## src/source/bp_cfg.svh

```systemverilog
// Table sizes must be powers of two; BP_GHR_BITS needs at least 2 bits and BP_XLEN stays at 32
`ifndef BP_CFG_SVH
`define BP_CFG_SVH

// Pc and target width
`define BP_XLEN 32

// Direct-mapped buffer entry count
`define BP_BTB_ENTRIES 32

// Global history length
// The counter table holds 2**BP_GHR_BITS entries
`define BP_GHR_BITS 3

`endif

```

## src/source/bp_pkg.sv

```systemverilog
// Opcode values follow the RV32I major opcodes; any other opcode must be driven as OP_OTHER
`default_nettype none

`include "bp_cfg.svh"

package bp_pkg;

    // RISC-V major opcodes seen by the predictor
    typedef enum logic [6:0] {
        OP_OTHER  = 7'b0000000,
        OP_BRANCH = 7'b1100011,
        OP_JALR   = 7'b1100111,
        OP_JAL    = 7'b1101111
    } opcode_e;

    // Control-flow class held in a buffer entry
    typedef enum logic [1:0] {
        CF_NONE   = 2'b00,
        CF_JUMP   = 2'b01,
        CF_BRANCH = 2'b10
    } cf_kind_e;

    typedef struct packed {
        logic                valid;
        cf_kind_e            kind;
        logic [`BP_XLEN-1:0] tag;
        logic [`BP_XLEN-1:0] target;
    } btb_entry_t;

    // Upper bit gives the taken prediction
    typedef logic [1:0] counter_t;

endpackage

`default_nettype wire

```

## src/source/bp_update_if.sv

```systemverilog
// One write strobe per resolved control-flow instruction with no back-pressure
`timescale 1ns/1ps
`default_nettype none

`include "bp_cfg.svh"

interface bp_update_if
    import bp_pkg::*;
();

    logic                    valid;
    logic [`BP_XLEN-1:0]     pc;
    opcode_e                 opcode;
    logic [`BP_XLEN-1:0]     target;
    logic                    taken;
    logic [`BP_GHR_BITS-1:0] pht_index;

    // Execute stage side
    modport source (
        output valid, pc, opcode, target, taken, pht_index
    );

    // Both prediction tables
    modport sink (
        input valid, pc, opcode, target, taken, pht_index
    );

endinterface

`default_nettype wire

```

## src/source/target_buffer.sv

```systemverilog
// Direct-mapped with overwrite on conflict; the full pc is kept as tag so aliases never hit
`timescale 1ns/1ps
`default_nettype none

`include "bp_cfg.svh"

module target_buffer
    import bp_pkg::*;
(
    input  wire logic                clk,
    input  wire logic                reset_i,
    input  wire logic [`BP_XLEN-1:0] pc_i,
    bp_update_if.sink                upd,
    output logic                     hit_o,
    output cf_kind_e                 kind_o,
    output logic [`BP_XLEN-1:0]      target_o
);

    localparam int IDX_BITS = $clog2(`BP_BTB_ENTRIES);

    btb_entry_t entries [`BP_BTB_ENTRIES];

    logic [IDX_BITS-1:0] rd_idx;
    btb_entry_t          rd_entry;

    logic [IDX_BITS-1:0] wr_idx;
    btb_entry_t          wr_old;
    btb_entry_t          wr_new;
    logic                upd_is_cf;
    logic                entry_differs;
    logic                wr_en;

    // Fetch lookup
    // Index skips the two byte-offset bits
    assign rd_idx   = pc_i[IDX_BITS+1:2];
    assign rd_entry = entries[rd_idx];

    assign hit_o    = rd_entry.valid && (rd_entry.tag == pc_i);
    assign kind_o   = hit_o ? rd_entry.kind : CF_NONE;
    assign target_o = rd_entry.target;

    // Execute-stage allocate
    assign wr_idx = upd.pc[IDX_BITS+1:2];
    assign wr_old = entries[wr_idx];

    always_comb begin
        unique case (upd.opcode)
            OP_JAL, OP_JALR, OP_BRANCH: upd_is_cf = 1'b1;
            default:                    upd_is_cf = 1'b0;
        endcase
    end

    // Skip the write when the entry already holds this pc and target
    assign entry_differs = !wr_old.valid
                        || (wr_old.tag != upd.pc)
                        || (wr_old.target != upd.target);

    assign wr_en = upd.valid && upd_is_cf && entry_differs;

    always_comb begin
        wr_new.valid  = 1'b1;
        wr_new.kind   = (upd.opcode == OP_BRANCH) ? CF_BRANCH : CF_JUMP;
        wr_new.tag    = upd.pc;
        wr_new.target = upd.target;
    end

    // Only the valid bits are cleared on reset
    always_ff @(posedge clk) begin
        if (reset_i) begin
            for (int i = 0; i < `BP_BTB_ENTRIES; i++) begin
                entries[i].valid <= 1'b0;
            end
        end else if (wr_en) begin
            entries[wr_idx] <= wr_new;
        end
    end

endmodule

`default_nettype wire

```

## src/source/gshare_predictor.sv

```systemverilog
// Updates trust the returned pht_index; only BRANCH updates touch counters and history
`timescale 1ns/1ps
`default_nettype none

`include "bp_cfg.svh"

module gshare_predictor
    import bp_pkg::*;
(
    input  wire logic                    clk,
    input  wire logic                    reset_i,
    input  wire logic [`BP_XLEN-1:0]     pc_i,
    bp_update_if.sink                    upd,
    input  wire logic                    history_clear_i,
    output logic                         counter_taken_o,
    output logic [`BP_GHR_BITS-1:0]      index_o
);

    localparam int PHT_DEPTH = 1 << `BP_GHR_BITS;

    counter_t                pht [PHT_DEPTH];
    logic [`BP_GHR_BITS-1:0] ghr;
    logic [`BP_GHR_BITS-1:0] rd_idx;

    logic                    branch_upd;
    counter_t                ctr_old;
    counter_t                ctr_new;

    // Low pc bits above the byte offset hashed with history
    assign rd_idx          = pc_i[`BP_GHR_BITS+1:2] ^ ghr;
    assign index_o         = rd_idx;
    assign counter_taken_o = pht[rd_idx][1];

    assign branch_upd = upd.valid && (upd.opcode == OP_BRANCH);
    assign ctr_old    = pht[upd.pht_index];

    // Saturating step toward the resolved outcome
    always_comb begin
        ctr_new = ctr_old;
        if (upd.taken && (ctr_old != 2'b11)) begin
            ctr_new = ctr_old + 2'b01;
        end else if (!upd.taken && (ctr_old != 2'b00)) begin
            ctr_new = ctr_old - 2'b01;
        end
    end

    always_ff @(posedge clk) begin
        if (reset_i) begin
            for (int i = 0; i < PHT_DEPTH; i++) begin
                pht[i] <= 2'b00;
            end
        end else if (branch_upd) begin
            pht[upd.pht_index] <= ctr_new;
        end
    end

    // Clear wins over a shift in the same cycle
    // Newest outcome enters at the top
    always_ff @(posedge clk) begin
        if (reset_i || history_clear_i) begin
            ghr <= '0;
        end else if (branch_upd) begin
            ghr <= {upd.taken, ghr[`BP_GHR_BITS-1:1]};
        end
    end

endmodule

`default_nettype wire

```

## src/source/branch_predictor.sv

```systemverilog
// Lookup is combinational from pc_i; the fetch pipeline must return pht_index_o with the update
`timescale 1ns/1ps
`default_nettype none

`include "bp_cfg.svh"

module branch_predictor
    import bp_pkg::*;
(
    input  wire logic                    clk,
    input  wire logic                    reset_i,

    // Fetch side
    input  wire logic [`BP_XLEN-1:0]     pc_i,
    output logic                         predict_taken_o,
    output logic [`BP_XLEN-1:0]          predict_target_o,
    output logic [`BP_GHR_BITS-1:0]      pht_index_o,

    // Execute side
    input  wire logic                    update_valid_i,
    input  wire logic [`BP_XLEN-1:0]     update_pc_i,
    input  wire opcode_e                 update_opcode_i,
    input  wire logic [`BP_XLEN-1:0]     update_target_i,
    input  wire logic                    update_taken_i,
    input  wire logic [`BP_GHR_BITS-1:0] update_pht_index_i,
    input  wire logic                    history_clear_i
);

    localparam logic [`BP_XLEN-1:0] INSTR_BYTES = 4;

    logic                    buf_hit;
    cf_kind_e                buf_kind;
    logic [`BP_XLEN-1:0]     buf_target;
    logic                    ctr_taken;
    logic [`BP_GHR_BITS-1:0] ctr_index;

    bp_update_if upd_bus ();

    // Source side of the update bus
    assign upd_bus.valid     = update_valid_i;
    assign upd_bus.pc        = update_pc_i;
    assign upd_bus.opcode    = update_opcode_i;
    assign upd_bus.target    = update_target_i;
    assign upd_bus.taken     = update_taken_i;
    assign upd_bus.pht_index = update_pht_index_i;

    target_buffer u_target_buffer (
        .clk      (clk),
        .reset_i  (reset_i),
        .pc_i     (pc_i),
        .upd      (upd_bus),
        .hit_o    (buf_hit),
        .kind_o   (buf_kind),
        .target_o (buf_target)
    );

    gshare_predictor u_gshare_predictor (
        .clk             (clk),
        .reset_i         (reset_i),
        .pc_i            (pc_i),
        .upd             (upd_bus),
        .history_clear_i (history_clear_i),
        .counter_taken_o (ctr_taken),
        .index_o         (ctr_index)
    );

    // Jumps always redirect, branches follow the counter
    always_comb begin
        predict_taken_o  = 1'b0;
        predict_target_o = pc_i + INSTR_BYTES;
        if (buf_hit) begin
            unique case (buf_kind)
                CF_JUMP: begin
                    predict_taken_o  = 1'b1;
                    predict_target_o = buf_target;
                end
                CF_BRANCH: begin
                    predict_taken_o  = ctr_taken;
                    predict_target_o = buf_target;
                end
                default: ;
            endcase
        end
    end

    assign pht_index_o = ctr_index;

endmodule

`default_nettype wire

```

## config.mk

```make
export PLATFORM = sky130hd
export DESIGN_NAME = branch_predictor
export DESIGN_NICKNAME = d
export VERILOG_FILES = /design/src/source/bp_pkg.sv /design/src/source/bp_update_if.sv /design/src/source/target_buffer.sv /design/src/source/gshare_predictor.sv /design/src/source/branch_predictor.sv
export VERILOG_INCLUDE_DIRS = /design/src /design/src/source
export SDC_FILE = /design/constraint.sdc
export NUM_CORES = 2
export LEC_CHECK = 0
export BUFFER_PORTS_ARGS = -buffer_cell sky130_fd_sc_hd__buf_2
export CAP_MARGIN = 10
export CELL_PAD_IN_SITES_DETAIL_PLACEMENT = 1
export CELL_PAD_IN_SITES_GLOBAL_PLACEMENT = 1
export CORE_MARGIN = 3
export CORE_UTILIZATION = 28
export DETAILED_ROUTE_END_ITERATION = 8
export GPL_ROUTABILITY_DRIVEN = 0
export GPL_TIMING_DRIVEN = 0
export HOLD_SLACK_MARGIN = 0.08
export MAX_ROUTING_LAYER = met4
export PLACE_DENSITY_LB_ADDON = 0.1
export SYNTH_ARGS = -nofsm -noshare
export SYNTH_HDL_FRONTEND = slang
export SYNTH_SLANG_ARGS = --single-unit
```

## constraint.sdc

```tcl
create_clock -name clk -period 7.7 [get_ports clk]
set_input_delay 1.54 -clock clk [delete_from_list [all_inputs] [get_ports clk]]
set_output_delay 1.54 -clock clk [all_outputs]
set_load 0.03 [all_outputs]
```

Word-level counts from Yosys, hierarchy flattened
Memories as Yosys holds them, arrays and structs flattened.
Index checks and enable logic that the tools add are counted.
{"block": "classes", "addsub": 3, "multipliers": 0, "div_mod_pow": 0, "n_lt_le_gt_ge": 0, "eq_ne": 9, "shift": 0, "muxes": 23, "bitwise_logic": 1, "n_reduce_logical": 16}
{"operator": "$mux W67", "count": 1}
{"operator": "$reduce_or A67 Y1", "count": 1}
{"operator": "$mux W32", "count": 2}
{"operator": "$ne A32 B32 Y1", "count": 2}
{"operator": "$add A32 B3 Y32 const B", "count": 1}
{"operator": "$eq A32 B32 Y1", "count": 1}
{"operator": "$eq A7 B7 Y1 const B", "count": 3}
{"operator": "$mux W2", "count": 6}
{"operator": "$mux W1", "count": 11}
{"operator": "$logic_and A1 B1 Y1", "count": 6}
{"operator": "$mux W5", "count": 1}
{"operator": "$reduce_or A2 Y1", "count": 2}
{"operator": "$logic_or A1 B1 Y1", "count": 3}
{"operator": "$mux W3", "count": 1}
{"operator": "$reduce_or A3 Y1", "count": 1}
{"operator": "$xor A3 B3 Y3", "count": 1}
{"operator": "$add A2 B1 Y2 const B", "count": 1}
{"operator": "$eq A2 B1 Y1 const B", "count": 1}
{"operator": "$eq A2 B2 Y1 const B", "count": 1}
{"operator": "$logic_not A1 Y1", "count": 2}
{"operator": "$ne A2 B2 Y1 const B", "count": 1}
{"operator": "$pmux W1 S2", "count": 1}
{"operator": "$reduce_bool A2 Y1", "count": 1}
{"operator": "$sub A2 B1 Y2 const B", "count": 1}
{"block": "word_totals", "ff_bits": 3, "latchBits": 0, "mem_bits_rw": 2160, "rom_bits": 0, "inputBits": 111, "output_inout_bits": 36, "word_cells": 55, "memories": 2}
{"name": "u_target_buffer.entries", "depth": 32, "word_bits": 67, "read_ports": 2, "rd_ports_with_merged_regs": 0, "write_ports": 32, "line": "target_buffer.sv:21", "rtl": "btb_entry_t entries [`BP_BTB_ENTRIES];"}
{"name": "u_gshare_predictor.pht", "depth": 8, "word_bits": 2, "read_ports": 2, "rd_ports_with_merged_regs": 0, "write_ports": 8, "line": "gshare_predictor.sv:21", "rtl": "counter_t pht [PHT_DEPTH];"}

Logic depth before layout (Yosys ltp)
{"block": "depth", "ltp_word": 10, "depth_mapped": 24, "depth_no_buf": 14}

By module
From an unflattened synthesis, not the netlist that was laid out.
{"block": "unflattened", "cells_unflattened": 5514, "area_unflattened_um2": 100337.5}
{"mod": "target_buffer", "instances": 1, "cells_each": 5240, "area_per_inst_um2": 98025.3, "seq_area_each_um2": 64061.4}
{"mod": "gshare_predictor", "instances": 1, "cells_each": 108, "area_per_inst_um2": 1302.5, "seq_area_each_um2": 540.5}
{"mod": "branch_predictor", "instances": 1, "cells_each": 166, "area_per_inst_um2": 1009.7, "seq_area_each_um2": 0.0}

Worst setup path after synthesis
No wires, ideal clock.
{"block": "synth_path", "path_type": "input port to output port", "from": "input pc_i[2]", "to": "output predict_target_o[11]", "arrival_ns": 6.284, "required_ns": 6.160, "path_slack_ns": -0.124, "stages": 23, "path_buffers": 10, "path_cell_list": "buf_6 buf_8 buf_6 buf_6 buf_8 buf_6 buf_6 buf_6 buf_4 mux4_2 nand2_1 nand2_1 a21oi_1 mux2i_1 nand2_1 nor4_2 nand2_1 or2_2 a21o_1 ha_1 nor3_4 buf_4 mux2i_1"}
{"block": "synth_via", "elab_chain_cells": 8, "word_cells_on_any_way": 10, "cone_classes": "add/sub: 1; eq/ne: 3; mux: 3; reduce/logical: 2; memory: 1"}
{"item": "start, declared", "line": "branch_predictor.sv:14", "rtl": "input wire logic [`BP_XLEN-1:0] pc_i,"}
{"item": "$mem_v2 Z32 W67"}
{"item": "$eq A32 B32 Y1", "line": "target_buffer.sv:38", "rtl": "assign hit_o = rd_entry.valid && (rd_entry.tag == pc_i);"}
{"item": "$logic_and A1 B1 Y1", "line": "target_buffer.sv:38"}
{"item": "$mux W2", "line": "target_buffer.sv:39", "rtl": "assign kind_o = hit_o ? rd_entry.kind : CF_NONE;"}
{"item": "$eq A2 B2 Y1 / $eq A2 B1 Y1 (equally long branches)", "line": "branch_predictor.sv:72", "rtl": "unique case (buf_kind)"}
{"item": "$reduce_or A2 Y1 (no source line)"}
{"item": "$mux W32", "line": "branch_predictor.sv:72"}
{"item": "$mux W32 *", "line": "branch_predictor.sv:71", "rtl": "if (buf_hit) begin"}
{"item": "end, declared", "line": "branch_predictor.sv:16", "rtl": "output logic [`BP_XLEN-1:0] predict_target_o,"}
Mark *: on every way between the ends. The rest lies on a longest branch, timed or not.

Worst setup path after layout
{"block": "layout_path", "from": "input pc_i[5]", "to": "output predict_target_o[31]"}
Same word-level chain as after synthesis.

==> metrics <==
status=finished, violations left; failing checks=negative setup slack; Setup TNS=-36.37 ns; layout cells sized above 1=34.51%; DIE WIDTH=just over 600 µm; leak pwr=around 42 nW; TritonCTS Buffers=between 200 and 300; maxcap violations=0; max_slew headroom=14.71%; Pins Over Slew Limit=0; kind of critical path=in -> out; Syn Nets=between 5000 and 6000; Setup crit start kind=input port; die area=between 300000 and 400000 µm²; Seq cells post-synth=roughly 2200; Vias/cell=roughly 6.3; Post-Syn Instances=about 5500; drt first pass iters=6; Setup WS post-layout=-0.7543 ns; Arrival @ worst endpoint=approximately 6.9 ns; WHS=0.4833 ns; Row Count=approximately 220; final WL=roughly 620 mm; Post-CTS Hold Fix Bufs=0; area added between synthesis and finish=25.70%; IO Port Bufs=about 140; clk_skew=approximately 0.054 ns; Seq/Total Area, Yosys=roughly 65%; final setup fails=239; period utilisation layout=109.8%; CTS root buf=clkbuf_16; Netlist cell types=~70; drc violations=0; CP Data Required Time=approximately 6.2 ns; maximum clock frequency=118.3 MHz; Reg clk slew, reported paths=approximately 0.060 ns; Hold Path Class=reg -> reg; H-tree Lvls=5; first-pass GRT wire length=roughly 780 mm; ys async rst share=0%; worst-skew pair later-pin latency=0.94 ns; Initial DRC Count=between 10000 and 15000; GRT Overall Usage=between 30% and 40%; die span in y=slightly above 600 µm; nature of the critical path endpoint=primary output; RSZ-0062 raised after global routing=yes; syn avg cell area=between 15 and 20 µm²; final net count=6419; IO Count=approximately 150; CTS Buffer Depth=4; crit path max fanout=10; Tot Pwr=around 29 mW; Routed Antenna Nets=0; remaining global-route overflow=0; initial antenna violation count=103; DR vias=71450; PD cells=around 230 nW/µm²; Core ar.=between 300000 and 400000 µm²; Synth Flop Type=edfxtp_1; CTS sink cnt=roughly 2200; hpwl dp=~450 mm; wire per inst=55.33 µm; vias in the first global route=68170; Worst-Margin Slew=1.279 ns; initial core utilization=~28%; CTS tree=done; Post-synth EDFFs=2128; worst vdd ir=0.0001554 V; crit path time final=around 8.5 ns; YS warnings=0; Hold Fails Final Rpt=0; largest net degree at the start of global routing=43; Synth Cell Area=100100 µm²
-- registers in the layout (all words and copies together), names as in the netlist --
signal                   cells
u_target_buffer.entries   2144
u_gshare_predictor.pht      16
u_gshare_predictor.ghr       3
-- timing repair --
item | 4_1_cts | 5_1_grt
cloned | 5 | 0
resized for setup | 696 | 76
setup buffers | 70 | 26
pin swaps | 33 | 22
endpoints found under the setup margin | 2180 | 180
-- logic make-up (layout without fill, tap and decap cells) --
| logic type | Yosys count | in the layout | share of synthesized area, % |
|---|---|---|---|
| buf+inv | 476 | 1472 | 2.093 |
| other cells | 0 | 56 | 0 |
| fa+ha+maj | 5 | 5 | 0.06251 |
| xor+xnor | 109 | 109 | 0.9539 |
| flops | 2163 | 2163 | 64.55 |
| mux | 1529 | 1529 | 24.85 |
| simple gates | 549 | 549 | 2.883 |
| compound gates | 675 | 675 | 4.606 |
-- worst paths after layout --
path | from | endpoint | slack, ns | cells after the start
setup reg to reg | u_target_buffer.entries[15][17] | u_target_buffer.entries[31][27] | 2.10 | 15
hold reg to reg | u_target_buffer.entries[20][66] | u_target_buffer.entries[20][66] | 0.48 | 2
hold / removal | u_target_buffer.entries[20][66] | u_target_buffer.entries[20][66] | 0.48 | 2
setup / recovery | pc_i[5] | predict_target_o[31] | -0.75 | 18
-- cell usage in the layout (no fill, tap or decap), types with 16 or more instances in the layout --
cell / Yosys / routed
xor2_1: 52 / 42
nor2_1: 86 / 51
mux4_2: 761 / 761
a22o_1: 19 / 18
o22ai_1: 305 / 304
nand2_1: 140 / 134
buf_2: 123 / 158
nor4_1: 75 / 73
clkinv_2: 0 / 45
buf_16: 0 / 68
inv_1: 49 / 49
clkbuf_2: 0 / 102
nand4_1: 44 / 44
o21ai_0: 35 / 34
mux2_2: 31 / 30
dfxtp_1: 35 / 35
diode_2: 0 / 56
xnor2_1: 57 / 49
a21oi_1: 47 / 42
a221oi_1: 42 / 34
edfxtp_1: 2128 / 2128
nor3_1: 28 / 22
mux2i_4: 0 / 30
and3_1: 18 / 16
nand2b_1: 20 / 20
buf_8: 2 / 31
o221ai_1: 20 / 20
clkbuf_16: 0 / 289
buf_4: 15 / 145
clkbuf_8: 0 / 19
clkinv_1: 2 / 51
buf_12: 0 / 275
clkbuf_4: 0 / 35
nand3_1: 65 / 64
buf_6: 10 / 82
mux2i_1: 734 / 695
a22oi_1: 140 / 133
clkbuf_1: 203 / 87
nor2_4: 0 / 34
-- per-stage QoR --
stage	setup WS [ns]	instance area, µm²	utilization, %	instances
after detailed placement	-5.631	113500	32.03	10680
after CTS	-0.6303	125300	35.36	11210
after global routing	-0.6863	125800	35.49	11280
final	-0.7543	125800	35.50	11290
after floorplan	-0.1241	100100	-	5506
after global placement	-15.67	106700	30.12	10380
-- Yosys cell counts, types with 28 or more instances --
library cell / number / area share, %
nor4_1: 75 / 0.47
o21ai_0: 35 / 0.18
clkbuf_1: 203 / 0.76
dfxtp_1: 35 / 0.70
a22oi_1: 140 / 1.1
mux2i_1: 734 / 7.3
edfxtp_1: 2128 / 64
mux2_2: 31 / 0.35
inv_1: 49 / 0.18
a221oi_1: 42 / 0.37
nor2_1: 86 / 0.32
nand2_1: 140 / 0.53
o22ai_1: 305 / 1.9
a21oi_1: 47 / 0.24
xor2_1: 52 / 0.46
xnor2_1: 57 / 0.50
nand3_1: 65 / 0.33
buf_1: 72 / 0.27
nand4_1: 44 / 0.28
buf_2: 123 / 0.62
mux4_2: 761 / 17
nor3_1: 28 / 0.14
-- power by group --
part           total, mW  leakage, nW  internal (mW)  switching, mW
sequential          12.9         19.4           12.9        0.00318
combinational       3.19         18.1           1.00           2.19
clock               12.7         4.11           7.24           5.43
-- cell type report --
| class | instances | area [µm²] |
|---|---|---|
| clock buffer | 347 | 7363 |
| antenna | 56 | 140.1 |
| multi-input combinational | 2867 | 34660 |
| sequential | 2163 | 64600 |
| tap | 4730 | 5918 |
| clock inverter | 124 | 1011 |
| inverter | 51 | 198.9 |
| fill | 34950 | 228500 |
| timing repair buffer | 546 | 8258 |
| buffer | 404 | 3647 |
-- routing by layer --
metal | vias to the layer above | global-route usage, % | part of all wire [%]
met4 | 0 | 19.16 | 6.8
met2 | 5060 | 51.07 | 44
met3 | 1264 | 7.903 | 9.6
li1 | 25110 | - | -
met5 | - | - | 0
met1 | 40010 | 43.46 | 39
-- worst max-delay path, stage by stage --
cell and delay (ns):
buf_2 0.15, buf_6 0.18, nor2b_1 0.14, clkbuf_2 0.62, clkbuf_2 0.58, nand2_1 0.22
a31oi_4 0.37, xnor2_1 0.18, nand4_1 0.12, or4_4 0.67, or2_4 0.31, a21o_1 0.19
ha_4 0.26, nor3_4 0.25, buf_12 0.17, buf_16 0.20, mux2i_4 0.48, buf_6 0.20
(Power assumes the default switching activity.)
